==> src/hdl/lsu_pkg.sv <==
package lsu_pkg;

    // Bus and data widths
    localparam int ADDR_W = 32;
    localparam int DATA_W = 32;
    localparam int NBYTES = DATA_W / 8;

    // Load/store unit control states
    typedef enum logic [2:0] {
        IDLE,
        REFILL_WAIT,
        STORE_COMMIT_WAIT,
        STORE_REQ_SEND,
        STORE_REQ_WAIT,
        UNCACHE_REQ_SEND,
        UNCACHE_REQ_WAIT
    } lsu_state_e;

endpackage

==> src/hdl/cache_pkg.sv <==
package cache_pkg;

    // Direct-mapped, one word per line
    localparam int LINES   = 16;
    localparam int INDEX_W = $clog2(LINES);
    localparam int TAG_W   = lsu_pkg::ADDR_W - INDEX_W - 2;

    typedef enum logic [1:0] {
        C_IDLE,
        C_LOOKUP,
        C_BUS
    } dcache_state_e;

    typedef enum logic {
        U_IDLE,
        U_BUS
    } uncache_state_e;

endpackage

==> src/hdl/dcache.sv <==
`timescale 1ns/1ns

module dcache (
    input  logic                       clk,
    input  logic                       rst,
    // LSU side
    input  logic                       dcache_valid,
    input  logic [lsu_pkg::ADDR_W-1:0] dcache_addr,
    input  logic [lsu_pkg::DATA_W-1:0] dcache_wdata,
    input  logic [lsu_pkg::NBYTES-1:0] dcache_wstrb,
    output logic [lsu_pkg::DATA_W-1:0] dcache_rdata,
    output logic                       dcache_ready,
    // Wishbone master
    output logic                       dc_wb_cyc,
    output logic                       dc_wb_stb,
    output logic                       dc_wb_we,
    output logic [lsu_pkg::ADDR_W-1:0] dc_wb_adr,
    output logic [lsu_pkg::DATA_W-1:0] dc_wb_dat_o,
    output logic [lsu_pkg::NBYTES-1:0] dc_wb_sel,
    input  logic [lsu_pkg::DATA_W-1:0] dc_wb_dat_i,
    input  logic                       dc_wb_ack
);

    cache_pkg::dcache_state_e state;
    cache_pkg::dcache_state_e next_state;

    // Request under lookup
    logic [lsu_pkg::ADDR_W-1:0] lk_addr;
    logic [lsu_pkg::DATA_W-1:0] lk_wdata;
    logic [lsu_pkg::NBYTES-1:0] lk_wstrb;
    logic                       lk_store;

    logic [cache_pkg::INDEX_W-1:0] index;
    logic [cache_pkg::TAG_W-1:0]   tag;
    logic                          hit;
    logic                          take;
    logic                          bus_done;

    logic [cache_pkg::LINES-1:0] line_valid;
    logic [cache_pkg::TAG_W-1:0] tag_mem [cache_pkg::LINES];
    logic [lsu_pkg::DATA_W-1:0]  data_mem [cache_pkg::LINES];

    assign lk_store = lk_wstrb != '0;
    assign index    = lk_addr[cache_pkg::INDEX_W+1:2];
    assign tag      = lk_addr[lsu_pkg::ADDR_W-1:cache_pkg::INDEX_W+2];
    assign hit      = line_valid[index] && (tag_mem[index] == tag);
    assign bus_done = (state == cache_pkg::C_BUS) && dc_wb_ack;

    // Load hit frees lookup for the next request in the same cycle
    assign take = dcache_valid &&
        (state == cache_pkg::C_IDLE || (state == cache_pkg::C_LOOKUP && hit && !lk_store));

    assign dcache_ready = (state == cache_pkg::C_LOOKUP && hit && !lk_store) || bus_done;
    assign dcache_rdata = (state == cache_pkg::C_BUS) ? dc_wb_dat_i : data_mem[index];

    assign dc_wb_cyc   = state == cache_pkg::C_BUS;
    assign dc_wb_stb   = state == cache_pkg::C_BUS;
    assign dc_wb_we    = lk_store;
    assign dc_wb_adr   = {lk_addr[lsu_pkg::ADDR_W-1:2], 2'b00};
    assign dc_wb_dat_o = lk_wdata;
    assign dc_wb_sel   = lk_store ? lk_wstrb : {lsu_pkg::NBYTES{1'b1}};

    always_comb begin
        next_state = state;
        case (state)
            cache_pkg::C_IDLE: begin
                if (dcache_valid) begin
                    next_state = cache_pkg::C_LOOKUP;
                end
            end
            cache_pkg::C_LOOKUP: begin
                // Stores always write through
                if (lk_store || !hit) begin
                    next_state = cache_pkg::C_BUS;
                end else if (!dcache_valid) begin
                    next_state = cache_pkg::C_IDLE;
                end
            end
            cache_pkg::C_BUS: begin
                if (dc_wb_ack) begin
                    next_state = cache_pkg::C_IDLE;
                end
            end
            default: next_state = cache_pkg::C_IDLE;
        endcase
    end

    always_ff @(posedge clk) begin
        if (rst) begin
            state <= cache_pkg::C_IDLE;
        end else begin
            state <= next_state;
        end
    end

    always_ff @(posedge clk) begin
        if (take) begin
            lk_addr  <= dcache_addr;
            lk_wdata <= dcache_wdata;
            lk_wstrb <= dcache_wstrb;
        end
    end

    always_ff @(posedge clk) begin
        if (rst) begin
            line_valid <= '0;
        end else if (bus_done && !lk_store) begin
            line_valid[index] <= 1'b1;
        end
    end

    // Refill on a load miss, byte merge on a store hit
    always_ff @(posedge clk) begin
        if (bus_done) begin
            if (!lk_store) begin
                tag_mem[index]  <= tag;
                data_mem[index] <= dc_wb_dat_i;
            end else if (hit) begin
                for (int b = 0; b < lsu_pkg::NBYTES; b++) begin
                    if (lk_wstrb[b]) begin
                        data_mem[index][8*b +: 8] <= lk_wdata[8*b +: 8];
                    end
                end
            end
        end
    end

endmodule

==> src/hdl/lsu.sv <==
`timescale 1ns/1ns

module lsu (
    input  logic                       clk,
    input  logic                       rst,
    // CPU side
    input  logic                       cpu_valid,
    input  logic                       cpu_uncached,
    input  logic [lsu_pkg::ADDR_W-1:0] cpu_addr,
    input  logic [lsu_pkg::DATA_W-1:0] cpu_wdata,
    input  logic [lsu_pkg::NBYTES-1:0] cpu_wstrb,
    input  logic                       cpu_flush,
    input  logic                       cpu_store_commit,
    output logic                       cpu_ready,
    output logic [lsu_pkg::DATA_W-1:0] cpu_rdata,
    output logic                       cpu_data_valid,
    // Data cache
    output logic                       dcache_valid,
    output logic [lsu_pkg::ADDR_W-1:0] dcache_addr,
    output logic [lsu_pkg::DATA_W-1:0] dcache_wdata,
    output logic [lsu_pkg::NBYTES-1:0] dcache_wstrb,
    input  logic [lsu_pkg::DATA_W-1:0] dcache_rdata,
    input  logic                       dcache_ready,
    // Uncache channel
    output logic                       uncache_valid,
    output logic [lsu_pkg::ADDR_W-1:0] uncache_addr,
    output logic [lsu_pkg::DATA_W-1:0] uncache_wdata,
    output logic [lsu_pkg::NBYTES-1:0] uncache_wstrb,
    input  logic [lsu_pkg::DATA_W-1:0] uncache_rdata,
    input  logic                       uncache_ready,
    input  logic                       uncache_data_ok
);

    logic cpu_store;
    logic accept;

    // One-entry request stage
    logic                       req_valid;
    logic                       req_store;
    logic                       req_uncached;
    logic [lsu_pkg::ADDR_W-1:0] req_addr;
    logic [lsu_pkg::DATA_W-1:0] req_wdata;
    logic [lsu_pkg::NBYTES-1:0] req_wstrb;

    lsu_pkg::lsu_state_e state;
    lsu_pkg::lsu_state_e next_state;

    assign cpu_store = cpu_wstrb != '0;

    // A cached load still in lookup blocks the port unless it hits now
    assign cpu_ready = (state == lsu_pkg::IDLE) && (!req_valid || dcache_ready);

    // Flush kills a load or store presented in the same cycle
    assign accept = cpu_valid && cpu_ready && !cpu_flush;

    always_ff @(posedge clk) begin
        if (rst) begin
            state <= lsu_pkg::IDLE;
        end else begin
            state <= next_state;
        end
    end

    always_comb begin
        next_state = state;
        case (state)
            lsu_pkg::IDLE: begin
                if (req_valid && !req_store && !req_uncached && !dcache_ready) begin
                    next_state = lsu_pkg::REFILL_WAIT;
                end else if (accept && cpu_store) begin
                    next_state = lsu_pkg::STORE_COMMIT_WAIT;
                end else if (accept && cpu_uncached) begin
                    next_state = lsu_pkg::UNCACHE_REQ_SEND;
                end
            end
            lsu_pkg::REFILL_WAIT: begin
                if (dcache_ready) begin
                    next_state = lsu_pkg::IDLE;
                end
            end
            lsu_pkg::STORE_COMMIT_WAIT: begin
                if (cpu_store_commit && req_uncached) begin
                    next_state = lsu_pkg::UNCACHE_REQ_SEND;
                end else if (cpu_store_commit) begin
                    next_state = lsu_pkg::STORE_REQ_SEND;
                end else if (cpu_flush) begin
                    next_state = lsu_pkg::IDLE;
                end
            end
            lsu_pkg::STORE_REQ_SEND: begin
                if (dcache_ready) begin
                    next_state = lsu_pkg::IDLE;
                end else begin
                    next_state = lsu_pkg::STORE_REQ_WAIT;
                end
            end
            lsu_pkg::STORE_REQ_WAIT: begin
                if (dcache_ready) begin
                    next_state = lsu_pkg::IDLE;
                end
            end
            lsu_pkg::UNCACHE_REQ_SEND: begin
                if (uncache_ready) begin
                    next_state = lsu_pkg::UNCACHE_REQ_WAIT;
                end
            end
            lsu_pkg::UNCACHE_REQ_WAIT: begin
                if (uncache_data_ok) begin
                    next_state = lsu_pkg::IDLE;
                end
            end
            default: next_state = lsu_pkg::IDLE;
        endcase
    end

    always_ff @(posedge clk) begin
        if (rst) begin
            req_valid <= 1'b0;
        end else if (accept) begin
            req_valid <= 1'b1;
        end else if (state == lsu_pkg::STORE_COMMIT_WAIT && cpu_flush && !cpu_store_commit) begin
            req_valid <= 1'b0;
        end else if (dcache_ready || uncache_data_ok) begin
            req_valid <= 1'b0;
        end
    end

    always_ff @(posedge clk) begin
        if (accept) begin
            req_store    <= cpu_store;
            req_uncached <= cpu_uncached;
            req_addr     <= cpu_addr;
            req_wdata    <= cpu_wdata;
            req_wstrb    <= cpu_wstrb;
        end
    end

    // Cached loads bypass the request stage on their way in
    always_comb begin
        case (state)
            lsu_pkg::IDLE: dcache_valid = accept && !cpu_store && !cpu_uncached;
            lsu_pkg::REFILL_WAIT,
            lsu_pkg::STORE_REQ_SEND,
            lsu_pkg::STORE_REQ_WAIT: dcache_valid = 1'b1;
            default: dcache_valid = 1'b0;
        endcase
    end

    assign dcache_addr  = (state == lsu_pkg::IDLE) ? cpu_addr : req_addr;
    assign dcache_wdata = (state == lsu_pkg::IDLE) ? cpu_wdata : req_wdata;
    assign dcache_wstrb = (state == lsu_pkg::IDLE) ? cpu_wstrb : req_wstrb;

    // Channel latches the access, so valid is only needed until accepted
    assign uncache_valid = state == lsu_pkg::UNCACHE_REQ_SEND;
    assign uncache_addr  = req_addr;
    assign uncache_wdata = req_wdata;
    assign uncache_wstrb = req_wstrb;

    assign cpu_rdata = (state == lsu_pkg::UNCACHE_REQ_WAIT) ? uncache_rdata : dcache_rdata;

    assign cpu_data_valid =
        ((state == lsu_pkg::IDLE || state == lsu_pkg::REFILL_WAIT) && dcache_ready) ||
        (state == lsu_pkg::UNCACHE_REQ_WAIT && uncache_data_ok && !req_store);

endmodule

==> src/hdl/lsu_top.sv <==
`timescale 1ns/1ns

module lsu_top (
    input  logic                       clk,
    input  logic                       rst,
    // CPU port
    input  logic                       cpu_valid,
    input  logic                       cpu_uncached,
    input  logic [lsu_pkg::ADDR_W-1:0] cpu_addr,
    input  logic [lsu_pkg::DATA_W-1:0] cpu_wdata,
    input  logic [lsu_pkg::NBYTES-1:0] cpu_wstrb,
    input  logic                       cpu_flush,
    input  logic                       cpu_store_commit,
    output logic                       cpu_ready,
    output logic [lsu_pkg::DATA_W-1:0] cpu_rdata,
    output logic                       cpu_data_valid,
    // Cache refill and write-through port
    output logic                       dc_wb_cyc,
    output logic                       dc_wb_stb,
    output logic                       dc_wb_we,
    output logic [lsu_pkg::ADDR_W-1:0] dc_wb_adr,
    output logic [lsu_pkg::DATA_W-1:0] dc_wb_dat_o,
    output logic [lsu_pkg::NBYTES-1:0] dc_wb_sel,
    input  logic [lsu_pkg::DATA_W-1:0] dc_wb_dat_i,
    input  logic                       dc_wb_ack,
    // Peripheral port
    output logic                       io_wb_cyc,
    output logic                       io_wb_stb,
    output logic                       io_wb_we,
    output logic [lsu_pkg::ADDR_W-1:0] io_wb_adr,
    output logic [lsu_pkg::DATA_W-1:0] io_wb_dat_o,
    output logic [lsu_pkg::NBYTES-1:0] io_wb_sel,
    input  logic [lsu_pkg::DATA_W-1:0] io_wb_dat_i,
    input  logic                       io_wb_ack
);

    logic                       dcache_valid;
    logic [lsu_pkg::ADDR_W-1:0] dcache_addr;
    logic [lsu_pkg::DATA_W-1:0] dcache_wdata;
    logic [lsu_pkg::NBYTES-1:0] dcache_wstrb;
    logic [lsu_pkg::DATA_W-1:0] dcache_rdata;
    logic                       dcache_ready;

    logic                       uncache_valid;
    logic [lsu_pkg::ADDR_W-1:0] uncache_addr;
    logic [lsu_pkg::DATA_W-1:0] uncache_wdata;
    logic [lsu_pkg::NBYTES-1:0] uncache_wstrb;
    logic [lsu_pkg::DATA_W-1:0] uncache_rdata;
    logic                       uncache_ready;
    logic                       uncache_data_ok;

    lsu lsu_i (.*);

    dcache dcache_i (.*);

    uncache_channel uncache_i (
        .valid   (uncache_valid),
        .addr    (uncache_addr),
        .wdata   (uncache_wdata),
        .wstrb   (uncache_wstrb),
        .rdata   (uncache_rdata),
        .ready   (uncache_ready),
        .data_ok (uncache_data_ok),
        .*
    );

endmodule

==> src/hdl/uncache_channel.sv <==
`timescale 1ns/1ns

module uncache_channel (
    input  logic                       clk,
    input  logic                       rst,
    // LSU side
    input  logic                       valid,
    input  logic [lsu_pkg::ADDR_W-1:0] addr,
    input  logic [lsu_pkg::DATA_W-1:0] wdata,
    input  logic [lsu_pkg::NBYTES-1:0] wstrb,
    output logic [lsu_pkg::DATA_W-1:0] rdata,
    output logic                       ready,
    output logic                       data_ok,
    // Wishbone master
    output logic                       io_wb_cyc,
    output logic                       io_wb_stb,
    output logic                       io_wb_we,
    output logic [lsu_pkg::ADDR_W-1:0] io_wb_adr,
    output logic [lsu_pkg::DATA_W-1:0] io_wb_dat_o,
    output logic [lsu_pkg::NBYTES-1:0] io_wb_sel,
    input  logic [lsu_pkg::DATA_W-1:0] io_wb_dat_i,
    input  logic                       io_wb_ack
);

    cache_pkg::uncache_state_e state;

    logic [lsu_pkg::ADDR_W-1:0] acc_addr;
    logic [lsu_pkg::DATA_W-1:0] acc_wdata;
    logic [lsu_pkg::NBYTES-1:0] acc_wstrb;

    assign ready = state == cache_pkg::U_IDLE;

    assign io_wb_cyc   = state == cache_pkg::U_BUS;
    assign io_wb_stb   = state == cache_pkg::U_BUS;
    assign io_wb_we    = acc_wstrb != '0;
    assign io_wb_adr   = {acc_addr[lsu_pkg::ADDR_W-1:2], 2'b00};
    assign io_wb_dat_o = acc_wdata;
    assign io_wb_sel   = io_wb_we ? acc_wstrb : {lsu_pkg::NBYTES{1'b1}};

    always_ff @(posedge clk) begin
        if (rst) begin
            state   <= cache_pkg::U_IDLE;
            data_ok <= 1'b0;
        end else begin
            data_ok <= 1'b0;
            if (state == cache_pkg::U_IDLE && valid) begin
                state <= cache_pkg::U_BUS;
            end else if (state == cache_pkg::U_BUS && io_wb_ack) begin
                state   <= cache_pkg::U_IDLE;
                data_ok <= 1'b1;
            end
        end
    end

    // Access fields and read data
    always_ff @(posedge clk) begin
        if (state == cache_pkg::U_IDLE && valid) begin
            acc_addr  <= addr;
            acc_wdata <= wdata;
            acc_wstrb <= wstrb;
        end
        if (state == cache_pkg::U_BUS && io_wb_ack) begin
            rdata <= io_wb_dat_i;
        end
    end

endmodule

==> config.mk <==
export PLATFORM = sky130hd
export DESIGN_NAME = lsu_top
export DESIGN_NICKNAME = d
export VERILOG_FILES = /design/src/hdl/lsu_pkg.sv /design/src/hdl/cache_pkg.sv /design/src/hdl/dcache.sv /design/src/hdl/lsu.sv /design/src/hdl/lsu_top.sv /design/src/hdl/uncache_channel.sv
export SDC_FILE = /design/constraint.sdc
export NUM_CORES = 1
export LEC_CHECK = 0
export CELL_PAD_IN_SITES_DETAIL_PLACEMENT = 0
export CELL_PAD_IN_SITES_GLOBAL_PLACEMENT = 1
export CORE_UTILIZATION = 45
export DETAILED_ROUTE_END_ITERATION = 7
export DONT_BUFFER_PORTS = 1
export PLACE_DENSITY = 0.65
export SYNTH_ARGS = -nofsm -noshare
export SYNTH_HDL_FRONTEND = slang
export SYNTH_HIERARCHICAL = 1
export SYNTH_SLANG_ARGS = --single-unit
==> constraint.sdc <==
create_clock -name clk -period 9.1 [get_ports clk]
set_input_delay 0 -clock clk [delete_from_list [all_inputs] [get_ports clk]]
set_output_delay 0 -clock clk [all_outputs]
set_load 0.02 [all_outputs]
After elaboration in Yosys (flattened, before gate mapping)
Memory sizes are Yosys's and may differ from the RTL's. A register that Yosys moved wholly into a read port is not among the register bits.
Cells that the tools add are included.

word-level totals
  input port bits = 140
  memories = 2
  word-level logic and storage cells = 162
  output and inout bits = 176
  bits in writable memories = 928
  flip-flop bits (word level) = 262

memory list
  name               words  bits a word  read ports  clocked after memory_dff  write ports  line          text
  dcache_i.data_mem  16     32           1           1                         1            dcache.sv:41  logic [lsu_pkg::DATA_W-1:0] data_mem [cache_pkg::LINES];
  dcache_i.tag_mem   16     26           1           1                         1            dcache.sv:40  logic [cache_pkg::TAG_W-1:0] tag_mem [cache_pkg::LINES];

cells by class
  eq/ne operators = 17
  reduce and logical (&&, ||, !) cells = 54
  magnitude comparators = 2
  multiplexer cells = 63
  bitwise gates (word level) = 6

operator list
  kind                number
  $mux 32             4
  $mux 8              4
  $mux 1              31
  $mux 3              10
  $eq 26x26->1        1
  $logic_and 1x1->1   25
  $mux 4              5
  $pmux 3 s6          1
  $or 16x16->16       1
  $reduce_bool 4->1   3
  $logic_not 1->1     10
  $eq 3x3->1 const B  3
  $mux 2              4
  $ne 2x1->1 const B  4
  $logic_or 1x1->1    7
  $eq 3x2->1 const B  2
  $pmux 2 s3          1
  $lt 4x5->1 const B  1
  $reduce_and 5->1    1
  $bmux 1 s4          1
  $demux 1 s4         1
  $ge 4x1->1 const B  1
  $ne 4x3->1 const B  1
  $ne 4x4->1 const B  1
  15 further kinds    19

Depth between registers and ports, before layout
Gate-level depths: netlist of the first run.

  depth in word-level cells = 16
  depth in mapped cells = 22
  depth with buffers taken out = 16

Cells and area by module
Netlist of the first run, hierarchy kept.

by module, submodules not included
  module           seq. area each (um2)  area an instance (um2)  cells each  instances
  dcache           30289.0               39883.3                 1894        1
  lsu              2182.1                3779.9                  387         1
  uncache_channel  2982.9                3089.2                  117         1

Least setup slack after synthesis of the first run
OpenSTA, ideal clock, no wires.

  kind = reg2reg
  from = reg with a tool-made name
  to = reg dcache_i.lk_wdata (netlist bit dcache_i/dc_wb_dat_o[0]) (enable)
  period minus slack after synthesis = 7.163 ns
  arrival time = 6.672 ns
  path buffers = 6
  data required time = 8.609 ns
  library setup time = 0.491 ns
  stages on the path, launching flop included = 21
  setup slack = 1.937 ns
  cell sequence = dfxtp_1 -> buf_4 -> buf_12 -> buf_12 -> buf_2 -> mux4_2 -> mux2i_1 -> xor2_1 -> nor2_1 -> a221o_1 -> nor4_2 -> buf_4 -> nand3_1 -> o21ai_0 -> nor2b_1 -> o41ai_1 -> a21oi_1 -> a21oi_1 -> nand2b_1 -> clkbuf_1 -> nor2_1

RTL lines
  element               line          text
  end signal, assigned  dcache.sv:99  lk_wdata <= dcache_wdata;
  end, declared         dcache.sv:29  logic [lsu_pkg::DATA_W-1:0] lk_wdata;

==> results.yml, run 1 <==
setup_path:
  cpLargestDelayFamily: "simple AND/OR/NAND/NOR gates"
  reg2reg_depth: 15
  crit_buf_inv: 2
  cpPeakStageDelay_ns: 0.96
  critPathKind: "register to register"
  worstPathRequired_ns: 9.42
  cp.arrival_ns: 7.69
  worstReg2RegEnd: "dcache_i/dc_wb_dat_o[30]"
  cp_slowest_cell: "dfxtp_4"
  crit_chain: "buf_12 > mux4_2 > mux4_2 > xor2_1 > nor4_1 > and4_1 > nand3_1 > o21ai_0 > nor2b_1 > o41ai_1 > a21oi_1 > a21oi_1 > nand2b_1 > nor2_4 > buf_12"
  cp_max_fo: 95
  reg2reg_slack_ns: 1.73
  start_kind: "register"
  end_kind: "register"
sta:
  max_slew.worst_pin.slew_ns: 1.43
  rsz0062_at_grt: "no"
  min_period_ns: 7.37
  timing.fmax_ghz: 0.136
  maxSlewViolCount: 0
  finalSetupTns_ns: 0
  setup_viol: 0
  finalHoldViolations: 0
  slew_headroom_pct: 4.55
  post-route-period-util_pct: 81.0
  clock_skew_ns: 0.0414
worst_hold_path:
  hold_class: "input port to register"
  min_from: "cpu_wdata[28]"
  holdPathEnd: "lsu_i/uncache_wdata[28]"
  hold_depth: 1
die:
  die_area_sq_um: 105000
  start_util_pct: 45.6
  num_rows: 117
  coreArea_sq_um: 102000
  fp.dieH_um: 324
  ios: 316
  dieWidth_um: 324
power_and_ir_drop:
  power_switching_mw: 5.53
  p_leak_nw: 17.5
  ir_drop_v: 0.000306
  p_comb_share_pct: 27.7
  swShare_pct: 33.1
  p_seq_share_pct: 44.8
  power_density_nw_per_um2: 308
  power.total_mw: 16.7
  pwr-share-clk_pct: 27.5
  internal_power_mw: 11.2
routing:
  viasPerCell: 5.75
  vias: 23725
  postRouteAntennaNets: 0
  drt-total-wl_um: 121000
  drt_iter0_markers: 2003
  routedWlPerCell_um: 29.3
  drtPass1Iterations: 5
  drcViolationCount: 0
run:
  drv_cap: 0
global_route:
  grtUsageTotal_pct: 23.4
  first_global_vias: 24591
  grt_overflow: 0
  grt_pass1_wl_um: 173000
  grt_max_degree: 96
  antenna_found_initial: 2
logic_synthesis:
  postSynthCellCount: 2390
  avgSynthCellArea_sq_um: 19.5
  yosysWarnings: 6
  syn_area_sq_um: 46700
place:
  gp_congestion: 0.812
  io_buffers: 0
  hpwl_um: 72600
clock_tree:
  post-cts-setup-buffers: 0
  clock-sinks: 1188
  clk_pin_slew_ns: 0.06
  cts_tree: "yes"
  htree_levels: 3
  clock_path_buffers: 3
  cts_inserted_buffers: 120
  clk_latency_ns: 0.72
  root_buffer: "clkbuf_16"
cells_and_area:
  n_antenna_cell: 0
  final_nets: 2811
  area_growth_syn_to_layout_pct: 16.1
  drive_above_1_share_pct: 20.0
outcome:
  outcome: "complete, no violations"
[worst max path at each step]
stage | from | to | slack, ns | cells after the start
after floorplan | register | dcache_i/dc_wb_dat_o[0] | 1.94 | 20
after global placement | register | dcache_i/lk_addr[14] | 1.72 | 15
after detailed placement | register | dcache_i/dc_wb_dat_o[14] | 1.60 | 15
after CTS | register | dcache_i/dc_wb_dat_o[23] | 1.56 | 15
after global routing | register | dcache_i/dc_wb_dat_o[30] | 1.14 | 15
final | register | dcache_i/dc_wb_dat_o[30] | 1.73 | 15
[layer usage]
layer,track usage [%],routed length [um]
met1,31.2,49400
met2,38.9,60300
met3,4.84,8480
met4,6.54,2800
met5,0,13
[cell type report]
type | instances | area, sq um
clock buffers | 155 | 3180
clock inverters | 57 | 423
fillers | 7907 | 48100
inverters | 18 | 68.8
multi-input cells | 1062 | 10700
flip-flops and latches | 1188 | 35400
well taps | 1368 | 1710
repair buffers | 281 | 2740
[layout by cell type (no fill, tap or decap), types with 24 or more instances in the layout]
cell / count
edfxtp_1: 1160
nand2_1: 332
mux4_2: 253
dlygate4sd3_1: 230
clkbuf_16: 122
nor2_1: 105
mux2i_1: 64
buf_4: 47
mux2_2: 45
clkbuf_1: 33
clkinv_1: 25
mux2_1: 25
dfxtp_1: 24
[power groups by stage]
stage               logic, mW  clock network [mW]  registers [mW]
global route             4.97                4.88            7.55
finish                   4.63                4.59            7.48
global placement         4.53                   0            7.58
floorplan                3.47                   0            7.21
CTS                      4.69                4.68            7.50
detailed placement       4.57                   0            7.61
[flip-flops by register name (all words and copies together) (netlist names), 2 cells and up, named ones only]
signal                 flops
dcache_i/data_mem        512
dcache_i/tag_mem         416
dcache_i/dc_wb_dat_o      32
lsu_i/uncache_wdata       32
uncache_i/io_wb_dat_o     32
uncache_i/rdata           32
dcache_i/lk_addr          30
lsu_i/uncache_addr        30
uncache_i/acc_addr        30
dcache_i/line_valid       16
dcache_i/lk_wstrb          4
lsu_i/uncache_wstrb        4
uncache_i/acc_wstrb        4
lsu_i/state                3
dcache_i/state             2
[timing repair]
action,4_1_cts,5_1_grt
endpoints found under the hold margin,727,0
gates resized for setup,0,0
hold buffers,230,0
[per-stage QoR]
step	setup WS, ns	hold WS [ns]	instances	cell area [sq um]	utilization, %
floorplan	1.94	0.0633	2392	46700	-
global placement	1.72	0.0715	3687	48300	47.2
detailed placement	1.60	0.0800	3687	48300	47.2
CTS	1.56	0.00136	4129	54200	53.0
global route	1.14	0.0155	4129	54200	53.0
finish	1.73	0.0441	4129	54200	53.0
(Power assumes the default switching activity.)
==> run 2: changes to the inputs <==
==> constraint.sdc (replaced) <==
create_clock -name clk -period 7.3 [get_ports clk]
set_input_delay 0 -clock clk [delete_from_list [all_inputs] [get_ports clk]]
set_output_delay 0 -clock clk [all_outputs]
set_load 0.02 [all_outputs]
==> results.yml, run 2 (synthesized netlist as in run 1, its figures left out) <==
sta:
  max_slew.worst_pin.slew_ns: 1.17
  min_period_ns: 6.52
  finalSetupTns_ns: 0
  timing.fmax_ghz: 0.153
  setup_viol: 0
  post-route-period-util_pct: 89.4
  rsz0062_at_grt: "no"
  maxSlewViolCount: 0
  worst_slack_ns: 0.776
  clock_skew_ns: 0.0318
  finalHoldViolations: 0
  slew_headroom_pct: 21.5
routing:
  postRouteAntennaNets: 0
  drt-total-wl_um: 122000
  vias: 24146
  drt_iter0_markers: 2082
  viasPerCell: 5.76
  drtPass1Iterations: 5
  drcViolationCount: 0
  routedWlPerCell_um: 29.0
cells_and_area:
  largest_registers: "dcache_i/data_mem (512), dcache_i/tag_mem (416)"
  final_util_pct: 53.7
  largest_register_ffs: 512
  drive_above_1_share_pct: 21.5
  multi_input_area_sq_um: 10700
  fillers: 7944
  finalNonFillerCells: 4193
  layout_commonest_cell: "edfxtp_1"
  layout_common_cells: "1160 x edfxtp_1, 332 x nand2_1, 253 x mux4_2, 236 x dlygate4sd3_1, 136 x clkbuf_16"
  area_growth_syn_to_layout_pct: 17.7
  regMostFlops: "dcache_i/data_mem"
  seqCellArea_sq_um: 35400
  final_nets: 2861
clock_tree:
  root_buffer: "clkbuf_16"
  cts_tree: "yes"
  cts_resized: 0
  cts_hold_buf: 236
  clock-sinks: 1188
  post-cts-setup-buffers: 0
  clk_latency_ns: 0.75
  clock_path_buffers: 3
  cts_inserted_buffers: 130
  htree_levels: 4
  clk_pin_slew_ns: 0.06
die:
  num_rows: 117
  fp.dieH_um: 324
  die_area_sq_um: 105000
  ios: 316
  coreArea_sq_um: 102000
  start_util_pct: 45.6
  dieWidth_um: 324
setup_path:
  reg2reg_slack_ns: 0.78
  reg2reg_depth: 17
  cp.arrival_ns: 6.92
  start_kind: "register"
  cp_max_fo: 56
  crit_chain: "buf_4 > mux4_2 > xnor2_1 > a21oi_1 > nor4_1 > nand4_1 > nor4_4 > nand3_1 > o21ai_0 > buf_4 > nor2b_1 > o41ai_1 > a21oi_1 > a21oi_1 > nand2b_1 > nor2_4 > buf_12"
  cp_slowest_cell: "buf_4"
  end_kind: "register"
  critPathCapture: "dcache_i/dc_wb_dat_o[14]"
  worstPathRequired_ns: 7.70
  cpMostUsedCell: "a21oi_1"
  critPathKind: "register to register"
  cpPeakStageDelay_ns: 0.78
  worstReg2RegEnd: "dcache_i/dc_wb_dat_o[14]"
place:
  placed_cells: 3721
  io_buffers: 0
  pre_cts_slack_ns: 0.747
  hpwl_um: 73600
  gp_congestion: 0.809
worst_hold_path:
  hold_class: "input port to register"
power_and_ir_drop:
  power_density_nw_per_um2: 389
  ir_drop_v: 0.000285
  p_leak_nw: 17.9
global_route:
  grtUsageTotal_pct: 23.7
  antenna_found_initial: 4
  grt_max_degree: 69
  first_global_vias: 25103
  grt_pass1_wl_um: 175000
  grt_overflow: 0
run:
  drv_cap: 0
outcome:
  outcome: "complete, no violations"
run 2: changes by cell type in the layout (fill, tap and decap cells not counted), sizes merged:
cell,previous run,this run
buf,51,85
inv,21,23
clkinv,45,49
clkinvlp,4,3
clkbuf,155,172
diode,0,2
dlygate4sd3,230,236
run 2: worst max-delay path, delay by kind of cell, from the launching register on:
family,cells,cell delay (ns)
buf+inv,3,1.28
compound gates,5,1.33
mux,1,0.42
xor+xnor,1,0.16
flops,1,0.77
simple gates,7,2.03
run 2: worst min-delay path by stage:
stage	start	endpoint	slack, ns	depth (start not counted)
2_1_floorplan	rst	lsu_i/state[1]	0.06	1
3_3_place_gp	rst	lsu_i/state[1]	0.07	1
3_5_place_dp	rst	lsu_i/state[1]	0.07	1
4_1_cts	cpu_wdata[30]	lsu_i/uncache_wdata[30]	0.002	1
5_1_grt	cpu_wdata[30]	lsu_i/uncache_wdata[30]	0.006	1
6_report	cpu_wdata[30]	lsu_i/uncache_wdata[30]	0.02	1
run 2: cell type report:
class                   count  share of cell area (%)
diodes                      2                 0.00911
well taps                1368                    3.12
repair buffers            321                    5.51
flip-flops and latches   1188                    64.4
multi-input cells        1062                    19.4
clock buffers             172                    6.44
clock inverters            62                   0.950
inverters                  18                   0.125
run 2: power breakdown:
part | internal (mW) | total [mW] | switching, mW
sequential | 8.30 | 9.22 | 0.922
clock | 3.61 | 6.25 | 2.64
combinational | 2.43 | 5.90 | 3.47
total | 14.3 | 21.4 | 7.04
run 2: stage by stage:
| step | hold WS (ns) | power [mW] | cell area [sq um] |
|---|---|---|---|
| after detailed placement | 0.0747 | 15.2 | 48500 |
| final | 0.0167 | 21.4 | 54900 |
| after global routing | 0.00647 | 22.3 | 54900 |
| after global placement | 0.0701 | 15.1 | 48500 |
| after CTS | 0.00198 | 21.6 | 54900 |
| after floorplan | 0.0633 | 13.3 | 46700 |
run 2: metal layers:
metal,part of all wire [%],GRT usage [%],routed length (um)
met5,0,0,0
met4,2.3,7.15,2850
met3,7.4,4.91,8960
met2,50,39.5,61200
met1,40,31.4,48800
